==> src/logic/cpu_pkg.sv <==
package cpu_pkg;

    localparam int DATA_W = 16;
    localparam int OPC_W  = 6;   // upper bits of an instruction

    typedef enum logic [OPC_W-1:0] {
        op_nop,
        op_ldac,     // AC <- DM[AC]
        op_ldiac,    // AC <- DM[operand]
        op_stac,     // DM[AR] <- AC
        op_mvacar,
        op_mvacr,
        op_mvacr1,
        op_mvacr2,
        op_mvacr3,
        op_mvacr4,
        op_mvr1ac,
        op_mvr2ac,
        op_mvr3ac,
        op_mvr4ac,
        op_add,
        op_sub,
        op_mult,
        op_lshift,
        op_inac,
        op_clac,
        op_jpnz,     // PC <- operand when AC != 0
        op_endop
    } opcode_t;

    typedef enum logic [4:0] {
        st_fetch1, st_fetch2,
        st_ldac1, st_ldac2,
        st_ldiac1, st_ldiac2,
        st_stac1,
        st_move, st_alu, st_inac, st_clac,
        st_jpnz, st_nop, st_end
    } state_t;

    typedef enum logic [2:0] {
        alu_none, alu_add, alu_sub, alu_mult, alu_lshift
    } alu_op_t;

    typedef enum logic [3:0] {
        bus_none, bus_ir_operand, bus_ac, bus_r,
        bus_r1, bus_r2, bus_r3, bus_r4,
        bus_dm, bus_im
    } bus_src_t;

    typedef struct packed {
        logic pc;
        logic ir;
        logic ar;
        logic ac;
        logic r;
        logic r1;
        logic r2;
        logic r3;
        logic r4;
        logic dm;
        logic ac_from_alu;
    } reg_mask_t;

    typedef struct packed {
        bus_src_t  bus_src;
        reg_mask_t write;
        reg_mask_t inc;
        reg_mask_t clr;
        alu_op_t   alu_op;
    } ctrl_word_t;

endpackage

==> src/logic/acc_cpu.sv <==
module acc_cpu #(
    parameter int ADDR_W = 10
) (
    input  logic                        clk,
    input  logic                        arst_n,
    input  logic [cpu_pkg::DATA_W-1:0]  im_data,
    input  logic [cpu_pkg::DATA_W-1:0]  dm_rdata,
    output logic [ADDR_W-1:0]           im_addr,
    output logic [ADDR_W-1:0]           dm_addr,
    output logic [cpu_pkg::DATA_W-1:0]  dm_wdata,
    output logic                        dm_we,
    output logic                        halted
);
    import cpu_pkg::*;

    ctrl_word_t        ctrl;
    opcode_t           opcode;
    logic              z;
    logic [DATA_W-1:0] alu_a;
    logic [DATA_W-1:0] alu_b;
    logic [DATA_W-1:0] alu_y;

    control_unit u_control_unit (
        .clk    (clk),
        .arst_n (arst_n),
        .opcode (opcode),
        .z      (z),
        .ctrl   (ctrl),
        .halted (halted)
    );

    alu u_alu (
        .alu_op (ctrl.alu_op),
        .a      (alu_a),
        .b      (alu_b),
        .y      (alu_y)
    );

    register_bank #(
        .ADDR_W (ADDR_W)
    ) u_register_bank (
        .clk      (clk),
        .arst_n   (arst_n),
        .ctrl     (ctrl),
        .alu_y    (alu_y),
        .im_data  (im_data),
        .dm_rdata (dm_rdata),
        .opcode   (opcode),
        .z        (z),
        .alu_a    (alu_a),
        .alu_b    (alu_b),
        .im_addr  (im_addr),
        .dm_addr  (dm_addr),
        .dm_wdata (dm_wdata),
        .dm_we    (dm_we)
    );

endmodule

==> src/logic/alu.sv <==
module alu (
    input  cpu_pkg::alu_op_t            alu_op,
    input  logic [cpu_pkg::DATA_W-1:0]  a,
    input  logic [cpu_pkg::DATA_W-1:0]  b,
    output logic [cpu_pkg::DATA_W-1:0]  y
);
    import cpu_pkg::*;

    logic [2*DATA_W-1:0] product;

    assign product = a * b;

    always_comb begin
        case (alu_op)
            alu_add: begin
                y = a + b;
            end
            alu_sub: begin
                y = a - b;
            end
            alu_mult: begin
                y = product[DATA_W-1:0];   // low half only
            end
            alu_lshift: begin
                y = {a[DATA_W-2:0], 1'b0};
            end
            default: begin
                y = a;   // pass AC through
            end
        endcase
    end

endmodule

==> src/logic/control_unit.sv <==
module control_unit (
    input  logic                clk,
    input  logic                arst_n,
    input  cpu_pkg::opcode_t    opcode,
    input  logic                z,
    output cpu_pkg::ctrl_word_t ctrl,
    output logic                halted
);
    import cpu_pkg::*;

    state_t state;
    state_t next_state;

    // first execute state of each instruction
    function automatic state_t exec_state(input opcode_t op);
        state_t s;
        case (op)
            op_ldac:   s = st_ldac1;
            op_ldiac:  s = st_ldiac1;
            op_stac:   s = st_stac1;
            op_mvacar,
            op_mvacr,
            op_mvacr1,
            op_mvacr2,
            op_mvacr3,
            op_mvacr4,
            op_mvr1ac,
            op_mvr2ac,
            op_mvr3ac,
            op_mvr4ac: s = st_move;
            op_add,
            op_sub,
            op_mult,
            op_lshift: s = st_alu;
            op_inac:   s = st_inac;
            op_clac:   s = st_clac;
            op_jpnz:   s = st_jpnz;
            op_endop:  s = st_end;
            default:   s = st_nop;   // unknown opcodes too
        endcase
        return s;
    endfunction

    always_ff @(posedge clk or negedge arst_n) begin
        if (!arst_n) begin
            state  <= st_fetch1;
            halted <= 1'b0;
        end else begin
            state  <= next_state;
            halted <= (state == st_end);   // one cycle behind st_end
        end
    end

    always_comb begin
        ctrl       = '0;
        next_state = st_fetch1;
        case (state)
            st_fetch1: begin
                ctrl.bus_src  = bus_im;
                ctrl.write.ir = 1'b1;
                next_state    = st_fetch2;
            end
            st_fetch2: begin
                ctrl.inc.pc = 1'b1;
                next_state  = exec_state(opcode);
            end
            st_ldac1: begin
                ctrl.bus_src  = bus_ac;
                ctrl.write.ar = 1'b1;
                next_state    = st_ldac2;
            end
            st_ldiac1: begin
                ctrl.bus_src  = bus_ir_operand;
                ctrl.write.ar = 1'b1;
                next_state    = st_ldiac2;
            end
            st_ldac2,
            st_ldiac2: begin
                ctrl.bus_src  = bus_dm;
                ctrl.write.ac = 1'b1;
            end
            st_stac1: begin
                ctrl.bus_src  = bus_ac;
                ctrl.write.dm = 1'b1;
            end
            st_move: begin
                case (opcode)
                    op_mvacar: ctrl.write.ar = 1'b1;
                    op_mvacr:  ctrl.write.r  = 1'b1;
                    op_mvacr1: ctrl.write.r1 = 1'b1;
                    op_mvacr2: ctrl.write.r2 = 1'b1;
                    op_mvacr3: ctrl.write.r3 = 1'b1;
                    op_mvacr4: ctrl.write.r4 = 1'b1;
                    default:   ctrl.write.ac = 1'b1;   // mvrNac
                endcase
                case (opcode)
                    op_mvr1ac: ctrl.bus_src = bus_r1;
                    op_mvr2ac: ctrl.bus_src = bus_r2;
                    op_mvr3ac: ctrl.bus_src = bus_r3;
                    op_mvr4ac: ctrl.bus_src = bus_r4;
                    default:   ctrl.bus_src = bus_ac;
                endcase
            end
            st_alu: begin
                ctrl.write.ac_from_alu = 1'b1;
                case (opcode)
                    op_add:    ctrl.alu_op = alu_add;
                    op_sub:    ctrl.alu_op = alu_sub;
                    op_mult:   ctrl.alu_op = alu_mult;
                    op_lshift: ctrl.alu_op = alu_lshift;
                    default:   ctrl.alu_op = alu_none;
                endcase
            end
            st_inac: begin
                ctrl.inc.ac = 1'b1;
            end
            st_clac: begin
                ctrl.clr.ac = 1'b1;
            end
            st_jpnz: begin
                if (!z) begin
                    ctrl.bus_src  = bus_ir_operand;
                    ctrl.write.pc = 1'b1;
                end
            end
            st_end: begin
                next_state = st_end;   // only reset leaves
            end
            default: begin
                next_state = st_fetch1;   // st_nop
            end
        endcase
    end

endmodule

==> src/logic/register_bank.sv <==
module register_bank #(
    parameter int ADDR_W = 10
) (
    input  logic                        clk,
    input  logic                        arst_n,
    input  cpu_pkg::ctrl_word_t         ctrl,
    input  logic [cpu_pkg::DATA_W-1:0]  alu_y,
    input  logic [cpu_pkg::DATA_W-1:0]  im_data,
    input  logic [cpu_pkg::DATA_W-1:0]  dm_rdata,
    output cpu_pkg::opcode_t            opcode,
    output logic                        z,
    output logic [cpu_pkg::DATA_W-1:0]  alu_a,
    output logic [cpu_pkg::DATA_W-1:0]  alu_b,
    output logic [ADDR_W-1:0]           im_addr,
    output logic [ADDR_W-1:0]           dm_addr,
    output logic [cpu_pkg::DATA_W-1:0]  dm_wdata,
    output logic                        dm_we
);
    import cpu_pkg::*;

    localparam int OPND_W = DATA_W - OPC_W;

    logic [ADDR_W-1:0] pc;
    logic [ADDR_W-1:0] ar;
    logic [DATA_W-1:0] ir;
    logic [DATA_W-1:0] ac;
    logic [DATA_W-1:0] r;
    logic [DATA_W-1:0] gpr [4];   // R1..R4
    logic [3:0]        gpr_we;
    logic [DATA_W-1:0] bus;

    assign gpr_we = {ctrl.write.r4, ctrl.write.r3, ctrl.write.r2, ctrl.write.r1};

    // single internal bus
    always_comb begin
        case (ctrl.bus_src)
            bus_ir_operand: bus = {{OPC_W{1'b0}}, ir[OPND_W-1:0]};
            bus_ac:         bus = ac;
            bus_r:          bus = r;
            bus_r1:         bus = gpr[0];
            bus_r2:         bus = gpr[1];
            bus_r3:         bus = gpr[2];
            bus_r4:         bus = gpr[3];
            bus_dm:         bus = dm_rdata;
            bus_im:         bus = im_data;
            default:        bus = '0;
        endcase
    end

    always_ff @(posedge clk or negedge arst_n) begin
        if (!arst_n) begin
            pc <= '0;
            ar <= '0;
            ir <= '0;
            r  <= '0;
        end else begin
            if (ctrl.clr.pc) begin
                pc <= '0;
            end else if (ctrl.write.pc) begin
                pc <= bus[ADDR_W-1:0];   // jump target
            end else if (ctrl.inc.pc) begin
                pc <= pc + 1'b1;
            end
            if (ctrl.write.ar) begin
                ar <= bus[ADDR_W-1:0];
            end
            if (ctrl.write.ir) begin
                ir <= bus;
            end
            if (ctrl.write.r) begin
                r <= bus;
            end
        end
    end

    always_ff @(posedge clk or negedge arst_n) begin
        if (!arst_n) begin
            ac <= '0;
        end else if (ctrl.clr.ac) begin
            ac <= '0;
        end else if (ctrl.write.ac_from_alu) begin
            ac <= alu_y;
        end else if (ctrl.write.ac) begin
            ac <= bus;
        end else if (ctrl.inc.ac) begin
            ac <= ac + 1'b1;
        end
    end

    always_ff @(posedge clk or negedge arst_n) begin
        if (!arst_n) begin
            for (int i = 0; i < 4; i++) begin
                gpr[i] <= '0;
            end
        end else begin
            for (int i = 0; i < 4; i++) begin
                if (gpr_we[i]) begin
                    gpr[i] <= bus;
                end
            end
        end
    end

    assign opcode   = opcode_t'(ir[DATA_W-1 -: OPC_W]);
    assign z        = (ac == '0);
    assign alu_a    = ac;
    assign alu_b    = r;
    assign im_addr  = pc;
    assign dm_addr  = ar;
    assign dm_wdata = ac;
    assign dm_we    = ctrl.write.dm;   // write on the next rising edge

endmodule

==> config.mk <==
export PLATFORM = sky130hd
export DESIGN_NAME = acc_cpu
export DESIGN_NICKNAME = d
export VERILOG_FILES = /design/src/logic/cpu_pkg.sv /design/src/logic/acc_cpu.sv /design/src/logic/alu.sv /design/src/logic/control_unit.sv /design/src/logic/register_bank.sv
export SDC_FILE = /design/constraint.sdc
export NUM_CORES = 1
export LEC_CHECK = 0
export BUFFER_PORTS_ARGS = -buffer_cell sky130_fd_sc_hd__clkbuf_2
export CAP_MARGIN = 15
export CORE_MARGIN = 1
export CORE_UTILIZATION = 46
export DETAILED_ROUTE_END_ITERATION = 8
export PLACE_DENSITY = 0.7
export SLEW_MARGIN = 25
export SYNTH_ARGS = -nofsm -noshare
export SYNTH_HDL_FRONTEND = slang
export SYNTH_HIERARCHICAL = 1
export SYNTH_SLANG_ARGS = --single-unit
==> constraint.sdc <==
create_clock -name clk -period 11.1 [get_ports clk]
set_input_delay 2.22 -clock clk [delete_from_list [all_inputs] [get_ports clk]]
set_output_delay 2.22 -clock clk [all_outputs]
set_load 0.005 [all_outputs]
==> results.md, run 1 <==
* Final clock skew at 0.0138 ns
* Unrepaired setup endpoints after global routing: no
* FP Rows at 62
* Top cell by count, worst path: fa_1
* Layout net count at 1757
* GRT Util Overall at 0.267
* Total number of vias at 11800
* Post-Syn Instances at 1581
* Post-CTS resize count at 0
* Hpwl dp at 27700 µm
* MaxCap Viol Count at 0
* Avg WL per Cell at 20.3 µm
* Delay-heaviest family, CP: adder cells
* CP required at 11.45 ns
* Final hold violation count at 0
* Worst Setup Path Type: register to register
* Ant diodes at 0
* Die area at 0.0301 mm²
* Largest stage delay on the critical path at 0.66 ns
* Fin. max-slew vios at 0
* Final Setup Violations at 0
* Post-Synthesis Net Count at 1765
* Element type at the critical path end: register
* Post-layout min period at 6.62 ns
* Chip width at 173 µm
* DRT iter0 DRCs at 1075
* Synth Cell Area at 0.0135 mm²
* Combined area of the multi-input logic cells at 0.00901 mm²
* Setup TNS at 0 ns
* Worst-Margin Slew at 1.18 ns
* CTS H-Tree Depth at 4
* Clk_lat worst skew at 0.42 ns
* Layout filler cell count at 2703
* Fmax at 151 MHz
* Drt pass-1 iters at 6
* Share of layout cells above drive strength 1 at 0.127
* CP Launch Type: register
* Via density at 6.01
* Min-delay worst type: register to register
* CTS tree: done
* Reg area at 0.00343 mm²
* DRT antenna net count at 0
* Slew HR at 0.215
* Largest net degree at the start of global routing at 91
* Hold buffer count at cts at 0
* Number of global-route vias before repair at 11500
* Area of the core at 0.0288 mm²
* Post-CTS Setup Bufs at 0
* Syn Area/Cell at 8.55 µm²
* Highest-delay cell along the critical path: dfrtp_1
* Buffers & Inverters on Critical Path at 4
* Layout area overhead at 8.09%
* Gpl congestion at 0.914
* GRT overflow at 0
* Status: finished, final reports clean
* Yosys warnings at 6
* Cells along the critical path: and2_1 > fa_1 > inv_1 > fa_1 > fa_1 > fa_1 > inv_1 > fa_1 > inv_1 > fa_1 > inv_1 > ha_1 > nand3_1 > nand2_1 > a41o_1 > o41a_1 > xnor2_1 > nor2_1 > o41ai_1 > o21ai_0 > a211oi_1 > a211o_1
* Drt total wl at 40000 µm
* CP arrival at 6.97 ns
* Crit share post-route at 0.596
* Clock Sinks at 137
* Starting Density at 0.469
* Port bufs at 71
* I/O pin cnt at 72
* First-pass GRT wire length at 63300 µm
* CTS buffer count at 17
* Die Ht at 173 µm
* Remaining DRCs at 0
* Max Buffers Root-to-Sink at 2
* Root buf cell: clkbuf_16
* Initial antenna violation count at 0
* Clock transition at path regs at 0.07 ns
* CP max FO at 21
## through the flow
step / instance area [µm²] / setup WS, ns / cells / utilization / hold WS (ns)
2_1_floorplan: 13500 / 5.00 / 1581 / - / 0.475
3_3_place_gp: 14000 / 4.57 / 1938 / 0.486 / 0.487
3_5_place_dp: 14000 / 4.51 / 1938 / 0.486 / 0.491
4_1_cts: 14600 / 4.48 / 1970 / 0.507 / 0.506
5_1_grt: 14600 / 4.18 / 1970 / 0.507 / 0.533
6_report: 14600 / 4.48 / 1970 / 0.507 / 0.509
## cells in the final DEF, fill, tap and decap left out, drive strengths merged, types with 15 or more instances in the layout
cell type / count
nor2: 180
a21oi: 160
inv: 144
dfrtp: 137
nand2: 121
clkbuf: 87
fa: 81
ha: 69
and2: 67
xnor2: 57
o21ai: 42
nor3: 33
buf: 31
xor2: 27
nand3: 26
nand2b: 23
mux2i: 19
nand3b: 17
nor2b: 15
a211oi: 15
nor4: 15
## flip-flops by register name, summed over array words and instances, names as in the netlist
register,flops
u_register_bank/alu_b,16
u_register_bank/ir,16
u_register_bank/im_addr,10
u_register_bank/alu_a,16
u_control_unit/halted,1
u_register_bank/dm_addr,10
u_control_unit/state,4
u_register_bank/gpr,64
## per-layer routing
metal	vias up	part of all wire	GRT usage
li1	5371	-	-
met1	5814	0.42	0.349
met2	546	0.47	0.441
met3	106	0.075	0.0395
met4	0	0.039	0.111
met5	-	0	0
## cell type report
| type | instances | area share |
|---|---|---|
| well taps | 384 | 0.0329 |
| repair buffers | 101 | 0.0402 |
| flip-flops and latches | 137 | 0.235 |
| multi-input cells | 1183 | 0.617 |
| inverters | 133 | 0.0342 |
| clock buffers | 17 | 0.0291 |
| clock inverters | 15 | 0.0118 |
## path summary, 6_finish.rpt
kind | slack [ns] | startpoint | to | cells past startpoint
min | 0.51 | u_register_bank/gpr[22] | u_register_bank/gpr[22] | 1
max in group asynchronous | 7.99 | arst_n | u_register_bank/gpr[61] | 2
min reg2reg | 0.51 | u_register_bank/gpr[22] | u_register_bank/gpr[22] | 1
min in group asynchronous | 1.87 | arst_n | u_register_bank/gpr[7] | 1
max | 4.48 | u_register_bank/alu_a[5] | u_register_bank/alu_a[15] | 22
max reg2reg | 4.48 | u_register_bank/alu_a[5] | u_register_bank/alu_a[15] | 22
Power of run 1 is not shown: default switching activity piles up to over one toggle a cycle in this logic, so the estimate is an artifact.
==> run 2: changes to the inputs <==
PLACE_DENSITY = 0.72   (was 0.7)
clock period = 5.7 ns   (was 11.1 ns; I/O delays follow)
==> run 2 against run 1 <==
  * The flow now finishes with violations (setup timing)
  * Clock skew shrank 0.0026 ns
  * Worst setup slack worse by 4.8 ns
  * Critical path type unchanged
  * Die area stayed put
  * Non-clock buffer count grew 109
  * Via count is 3.8% higher
  * Worst hold slack worse by 0.00086 ns
  * Register-to-register slack got worse by 4.8 ns
  * Global-route usage rose by 2.2 points
  * Critical path depth is 2 higher
  * First-iteration DRC count is 16% higher
  * Flip-flop and latch count unchanged
==> results.md, run 2 (synthesized netlist as in run 1, its figures left out) <==
* MaxCap Viol Count at 0 (unchanged)
* CP max FO at 5 (was 21)
* Origin of the critical flop-to-flop path: u_register_bank/alu_a[6] (was u_register_bank/alu_a[5])
* FP Rows at 62 (unchanged)
* Gpl congestion at 0.968 (was 0.914)
* Layout area overhead at 16.2% (was 8.09%)
* Hpwl dp at 32000 µm (was 27700 µm)
* Initial antenna violation count at 1 (was 0)
* CTS H-Tree Depth at 4 (unchanged)
* Fin. max-slew vios at 0 (unchanged)
* Final Setup Violations at 6 (was 0)
* Port bufs at 71 (unchanged)
* Unrepaired setup endpoints after global routing: yes (was no)
* Avg WL per Cell at 20.6 µm (was 20.3 µm)
* Element type at the critical path end: register (unchanged)
* Failing checks: setup timing
* Final hold violation count at 0 (unchanged)
* Final hold slack at 0.508 ns (was 0.509 ns)
* Reg2Reg Setup Slack at -0.36 ns (was 4.48 ns)
* I/O pin cnt at 72 (unchanged)
* Via density at 5.91 (was 6.01)
* Clock Sinks at 137 (unchanged)
* Number of global-route vias before repair at 12300 (was 11500)
* DRT iter0 DRCs at 1248 (was 1075)
* Min-delay worst type: register to register (unchanged)
* Largest stage delay on the critical path at 0.59 ns (was 0.66 ns)
* Clock transition at path regs at 0.07 ns (about the same)
* Slew HR at 0.228 (was 0.215)
* Die area at 0.0301 mm² (unchanged)
* GRT Util Overall at 0.289 (was 0.267)
* Worst Setup Path Type: register to register (unchanged)
* Inst Count DP at 2042 (was 1938)
* Most common cell after layout, fill and taps aside: nor2_1 (unchanged)
* GRT overflow at 0 (unchanged)
* Max reg flops at 64 (unchanged)
* Pre-CTS setup slack at -0.361 ns (was 4.51 ns)
* Fmax at 165 MHz (was 151 MHz)
* Final clock skew at 0.0113 ns (was 0.0138 ns)
* Worst-Margin Slew at 1.16 ns (was 1.18 ns)
* Hold Crit Depth at 1 (unchanged)
* Hold buffer count at cts at 0 (unchanged)
* Total number of vias at 12300 (was 11800)
* Chip width at 173 µm (unchanged)
* Final core utilization at 0.546 (was 0.507)
* CP required at 6.03 ns (was 11.45 ns)
* Starting Density at 0.469 (unchanged)
* Critical R2R Capture: u_register_bank/alu_a[11] (was u_register_bank/alu_a[15])
* Buffers & Inverters on Critical Path at 7 (was 4)
* Share of layout cells above drive strength 1 at 0.215 (was 0.127)
* Final instance count without filler cells at 2079 (was 1970)
* Reg2Reg Depth at 24 (was 22)
* Drt pass-1 iters at 6 (unchanged)
* Crit path launch: u_register_bank/alu_a[6] (was u_register_bank/alu_a[5])
* Die Ht at 173 µm (unchanged)
* Status: finished, violations left (was finished, final reports clean)
* CP arrival at 6.39 ns (was 6.97 ns)
* Post-layout min period at 6.06 ns (was 6.62 ns)
* First-pass GRT wire length at 67900 µm (was 63300 µm)
* Root buf cell: clkbuf_16 (unchanged)
* Largest Register: u_register_bank/gpr (unchanged)
* Most frequent cells in the layout: 173 x nor2_1, 153 x a21oi_1, 131 x buf_4 (was 173 x nor2_1, 157 x a21oi_1, 137 x dfrtp_1)
* Drt total wl at 42800 µm (was 40000 µm)
* Cells along the critical path: buf_4 > and2_1 > fa_1 > inv_1 > fa_1 > inv_1 > ha_1 > ha_1 > fa_1 > inv_1 > fa_1 > inv_1 > ha_4 > a21oi_4 > nand2_2 > a21oi_1 > xnor2_1 > buf_4 > a2111oi_1 > a211oi_1 > o21ai_0 > buf_4 > a221oi_1 > a21o_1 (was and2_1 > fa_1 > inv_1 > fa_1 > fa_1 > fa_1 > inv_1 > fa_1 > inv_1 > fa_1 > inv_1 > ha_1 > nand3_1 > nand2_1 > a41o_1 > o41a_1 > xnor2_1 > nor2_1 > o41ai_1 > o21ai_0 > a211oi_1 > a211o_1)
* Max Buffers Root-to-Sink at 2 (unchanged)
* CP endpoint: u_register_bank/alu_a[11] (was u_register_bank/alu_a[15])
* Remaining DRCs at 0 (unchanged)
* DRT antenna net count at 0 (unchanged)
* Crit share post-route at 1.06 (was 0.596)
* CP Launch Type: register (unchanged)
* Layout net count at 1866 (was 1757)
* Final Worst Setup Slack at -0.363 ns (was 4.48 ns)
* Area of the core at 0.0288 mm² (unchanged)
* CTS buffer count at 17 (unchanged)
* CTS tree: done (unchanged)
* Ant diodes at 0 (unchanged)
* Delay-heaviest family, CP: adder cells (unchanged)
* Levels on crit path at 24 (was 22)
* Largest net degree at the start of global routing at 100 (was 91)
* Highest-delay cell along the critical path: a2111oi_1 (was dfrtp_1)
* Clk_lat worst skew at 0.43 ns (was 0.42 ns)
==> run 2: what timing repair did <==
| item | CTS | global route |
|---|---|---|
| setup buffers | 3 | 2 |
| setup endpoints to repair | 7 | 9 |
| pin swaps | 21 | 25 |
| resized for setup | 29 | 32 |
==> run 2: worst reg2reg max path, stage by stage, from the launching register on <==
cell       delay, ns
dfrtp_2         0.44
buf_4           0.16
and2_1          0.17
fa_1            0.54
inv_1           0.05
fa_1            0.47
inv_1           0.05
ha_1            0.30
ha_1            0.33
fa_1            0.53
inv_1           0.05
fa_1            0.53
inv_1           0.06
ha_4            0.26
a21oi_4         0.12
nand2_2         0.08
a21oi_1         0.18
xnor2_1         0.09
buf_4           0.15
a2111oi_1       0.59
a211oi_1        0.10
o21ai_0         0.28
buf_4           0.18
a221oi_1        0.04
a21o_1          0.21
==> run 2: cell type report <==
type | count | area (µm²)
Clock buffer | 17 | 425
Clock inverter | 15 | 189
Fill cell | 2624 | 13100
Inverter | 133 | 499
Multi-Input combinational cell | 1183 | 9220
Sequential cell | 137 | 3440
Tap cell | 384 | 480
Timing Repair Buffer | 210 | 1440
==> run 2: metal layers <==
metal	global-route usage	wire, µm
met1	0.372	17200
met2	0.481	20300
met3	0.0410	3300
met4	0.132	2000
met5	0	0
==> run 2: worst min-delay path by stage <==
| stage | from | endpoint | slack, ns |
|---|---|---|---|
| CTS | u_register_bank/gpr[6] | u_register_bank/gpr[6] | 0.51 |
| global placement | u_register_bank/gpr[54] | u_register_bank/gpr[54] | 0.49 |
| finish | u_register_bank/gpr[6] | u_register_bank/gpr[6] | 0.51 |
| global route | u_register_bank/gpr[54] | u_register_bank/gpr[54] | 0.53 |
| floorplan | u_register_bank/gpr[22] | u_register_bank/gpr[22] | 0.48 |
| detailed placement | u_register_bank/gpr[6] | u_register_bank/gpr[6] | 0.49 |
==> run 2: per-stage QoR <==
stage,area (µm²),setup TNS [ns]
2_1_floorplan,13600,-0.0124
3_3_place_gp,14800,-0.862
3_5_place_dp,14800,-1.45
4_1_cts,15600,-0.921
5_1_grt,15700,-2.29
6_report,15700,-1.19
Power of run 2 is left out for the same reason.
==> run 3: changes to the inputs <==
CORE_MARGIN = 2   (was 1)
==> run 3 against run 2 <==
  * Non-clock buffer count shrank 8
  * First-iteration DRC count shrank 3.1%
  * Via count grew 0.19%
  * Fmax grew 3.1%
  * Cell area shrank 0.69%
  * Sequential share of layout area grew 0.16 points
  * Clock-buffer cell count is the same
  * Register-to-register slack gained 0.18 ns
  * Worst setup slack gained 0.18 ns
  * The run still ends with setup timing left
==> results.md, run 3 (synthesized netlist as in run 1, its figures left out) <==
* CTS tree: done (unchanged)
* Die area at 0.0308 mm² (was 0.0301 mm²)
* Die Ht at 175 µm (was 173 µm)
* CP endpoint: u_register_bank/alu_a[14] (was u_register_bank/alu_a[11])
* Largest Register: u_register_bank/gpr (unchanged)
* Element type at the critical path end: register (unchanged)
* Initial antenna violation count at 0 (was 1)
* Clock transition at path regs at 0.07 ns (about the same)
* CP required at 6.01 ns (was 6.03 ns)
* Share of layout cells above drive strength 1 at 0.206 (was 0.215)
* Clk_lat worst skew at 0.43 ns (about the same)
* Layout area overhead at 15.4% (was 16.2%)
* DRT iter0 DRCs at 1209 (was 1248)
* Port bufs at 71 (unchanged)
* Via density at 5.94 (was 5.91)
* Chip width at 175 µm (was 173 µm)
* I/O pin cnt at 72 (unchanged)
* Hpwl dp at 31300 µm (was 32000 µm)
* Final Worst Setup Slack at -0.181 ns (was -0.363 ns)
* Number of global-route vias before repair at 12100 (was 12300)
* Fmax at 170 MHz (was 165 MHz)
* Drt pass-1 iters at 6 (unchanged)
* Largest stage delay on the critical path at 0.55 ns (was 0.59 ns)
* Final Setup Violations at 3 (was 6)
* Status: finished, violations left (unchanged)
* Cells along the critical path: and2_4 > fa_1 > inv_2 > fa_1 > fa_2 > fa_1 > inv_2 > fa_1 > inv_1 > fa_1 > inv_2 > ha_4 > buf_6 > nand3_2 > nor3_2 > a2111oi_4 > a21oi_2 > xor2_1 > a222oi_1 > o21ai_1 > o21a_1 > nand3_1 > o21ai_1 (was buf_4 > and2_1 > fa_1 > inv_1 > fa_1 > inv_1 > ha_1 > ha_1 > fa_1 > inv_1 > fa_1 > inv_1 > ha_4 > a21oi_4 > nand2_2 > a21oi_1 > xnor2_1 > buf_4 > a2111oi_1 > a211oi_1 > o21ai_0 > buf_4 > a221oi_1 > a21o_1)
* Max Buffers Root-to-Sink at 2 (unchanged)
* FP Rows at 62 (unchanged)
* MaxCap Viol Count at 0 (unchanged)
* Most frequent cells in the layout: 174 x nor2_1, 151 x a21oi_1, 130 x inv_1 (was 173 x nor2_1, 153 x a21oi_1, 131 x buf_4)
* Avg WL per Cell at 20.3 µm (was 20.6 µm)
* Largest net degree at the start of global routing at 88 (was 100)
* Final clock skew at 0.0164 ns (was 0.0113 ns)
* Critical R2R Capture: u_register_bank/alu_a[14] (was u_register_bank/alu_a[11])
* Crit share post-route at 1.03 (was 1.06)
* CTS H-Tree Depth at 4 (unchanged)
* Post-layout min period at 5.88 ns (was 6.06 ns)
* Layout net count at 1858 (was 1866)
* Pre-CTS setup slack at -0.317 ns (was -0.361 ns)
* Clock Sinks at 137 (unchanged)
* Starting Density at 0.469 (unchanged)
* Total number of vias at 12300 (about the same)
* Origin of the critical flop-to-flop path: u_register_bank/alu_a[7] (was u_register_bank/alu_a[6])
* Highest-delay cell along the critical path: fa_1 (was a2111oi_1)
* GRT Util Overall at 0.275 (was 0.289)
* First-pass GRT wire length at 66200 µm (was 67900 µm)
* Reg2Reg Depth at 23 (was 24)
* Drt total wl at 42100 µm (was 42800 µm)
* Ant diodes at 0 (unchanged)
* Top cell by count, worst path: fa_1
* Area of the core at 0.0288 mm² (unchanged)
* CP arrival at 6.20 ns (was 6.39 ns)
* Gpl congestion at 0.976 (was 0.968)
* GRT overflow at 0 (unchanged)
* Slew HR at 0.194 (was 0.228)
* Final hold violation count at 0 (unchanged)
* Worst-Margin Slew at 1.21 ns (was 1.16 ns)
* Remaining DRCs at 0 (unchanged)
* Final core utilization at 0.542 (was 0.546)
* CP Launch Type: register (unchanged)
* Most common cell after layout, fill and taps aside: nor2_1 (unchanged)
* Fin. max-slew vios at 0 (unchanged)
* CP max FO at 4 (was 5)
* Max reg flops at 64 (unchanged)
* DRT antenna net count at 0 (unchanged)
* Unrepaired setup endpoints after global routing: yes (unchanged)
* Crit path launch: u_register_bank/alu_a[7] (was u_register_bank/alu_a[6])
* Root buf cell: clkbuf_16 (unchanged)
* Reg2Reg Setup Slack at -0.18 ns (was -0.36 ns)
* Failing checks: setup timing (unchanged)
* Min-delay worst type: register to register (unchanged)
* CTS buffer count at 17 (unchanged)
* Worst Setup Path Type: register to register (unchanged)
==> run 3: cell count changes in the layout (fill, tap and decap cells not counted), moves of 3 or more <==
cell and delta:
buf_4 -6, nand2_1 +3, a21oi_2 +3, nand2_2 -3, inv_2 -6, ha_1 +4, ha_4 -5, inv_1 +6
inv_6 -3
==> run 3: layout make-up <==
cell class                      instances  area [µm²]
Clock buffer                           17         425
Multi-Input combinational cell       1183        9190
Sequential cell                       137        3440
Clock inverter                         15         179
Fill cell                            2553       13200
Timing Repair Buffer                  202        1380
Inverter                              133         499
Tap cell                              384         480
==> run 3: worst max-delay path: cells and delay by family (launching register included) <==
family | cells | cell delay, ns
AND/OR/NAND/NOR | 4 | 0.34
adder cells (fa/ha/maj) | 7 | 3.31
flip-flops | 1 | 0.45
AO/OA/AOI/OAI | 6 | 1.17
XOR/XNOR | 1 | 0.17
buffers and inverters | 5 | 0.30
==> run 3: per-stage QoR <==
stage	instance area (µm²)	TNS [ns]	cells	hold slack [ns]
2_1_floorplan	13600	-0.0124	1581	0.475
3_3_place_gp	14800	-0.543	2036	0.486
3_5_place_dp	14800	-1.10	2036	0.495
4_1_cts	15500	-0.546	2071	0.509
5_1_grt	15600	-2.03	2071	0.528
6_report	15600	-0.444	2071	0.506
==> run 3: worst min path at each step <==
stage / to / start / cells past startpoint
6_report: u_register_bank/gpr[6] / u_register_bank/gpr[6] / 1
3_5_place_dp: u_register_bank/gpr[6] / u_register_bank/gpr[6] / 1
4_1_cts: u_register_bank/gpr[54] / u_register_bank/gpr[54] / 1
3_3_place_gp: u_register_bank/gpr[22] / u_register_bank/gpr[22] / 1
2_1_floorplan: u_register_bank/gpr[22] / u_register_bank/gpr[22] / 1
5_1_grt: u_register_bank/ir[6] / u_register_bank/ir[6] / 1
==> run 3: repair_timing <==
action,in CTS,in global routing
resized for setup,25,23
buffers inserted,3,0
endpoints found under the setup margin,6,9
pin swaps,15,9
hold buffers,0,0
cloned,0,0
==> run 3: metal layers <==
layer | track usage | wire length [µm] | vias to the layer above
met2 | 0.459 | 20100 | 668
li1 | - | - | 5566
met1 | 0.352 | 16300 | 5951
met3 | 0.0489 | 3920 | 122
met4 | 0.113 | 1700 | 0
met5 | 0 | 0 | -
Power of run 3 is left out for the same reason.
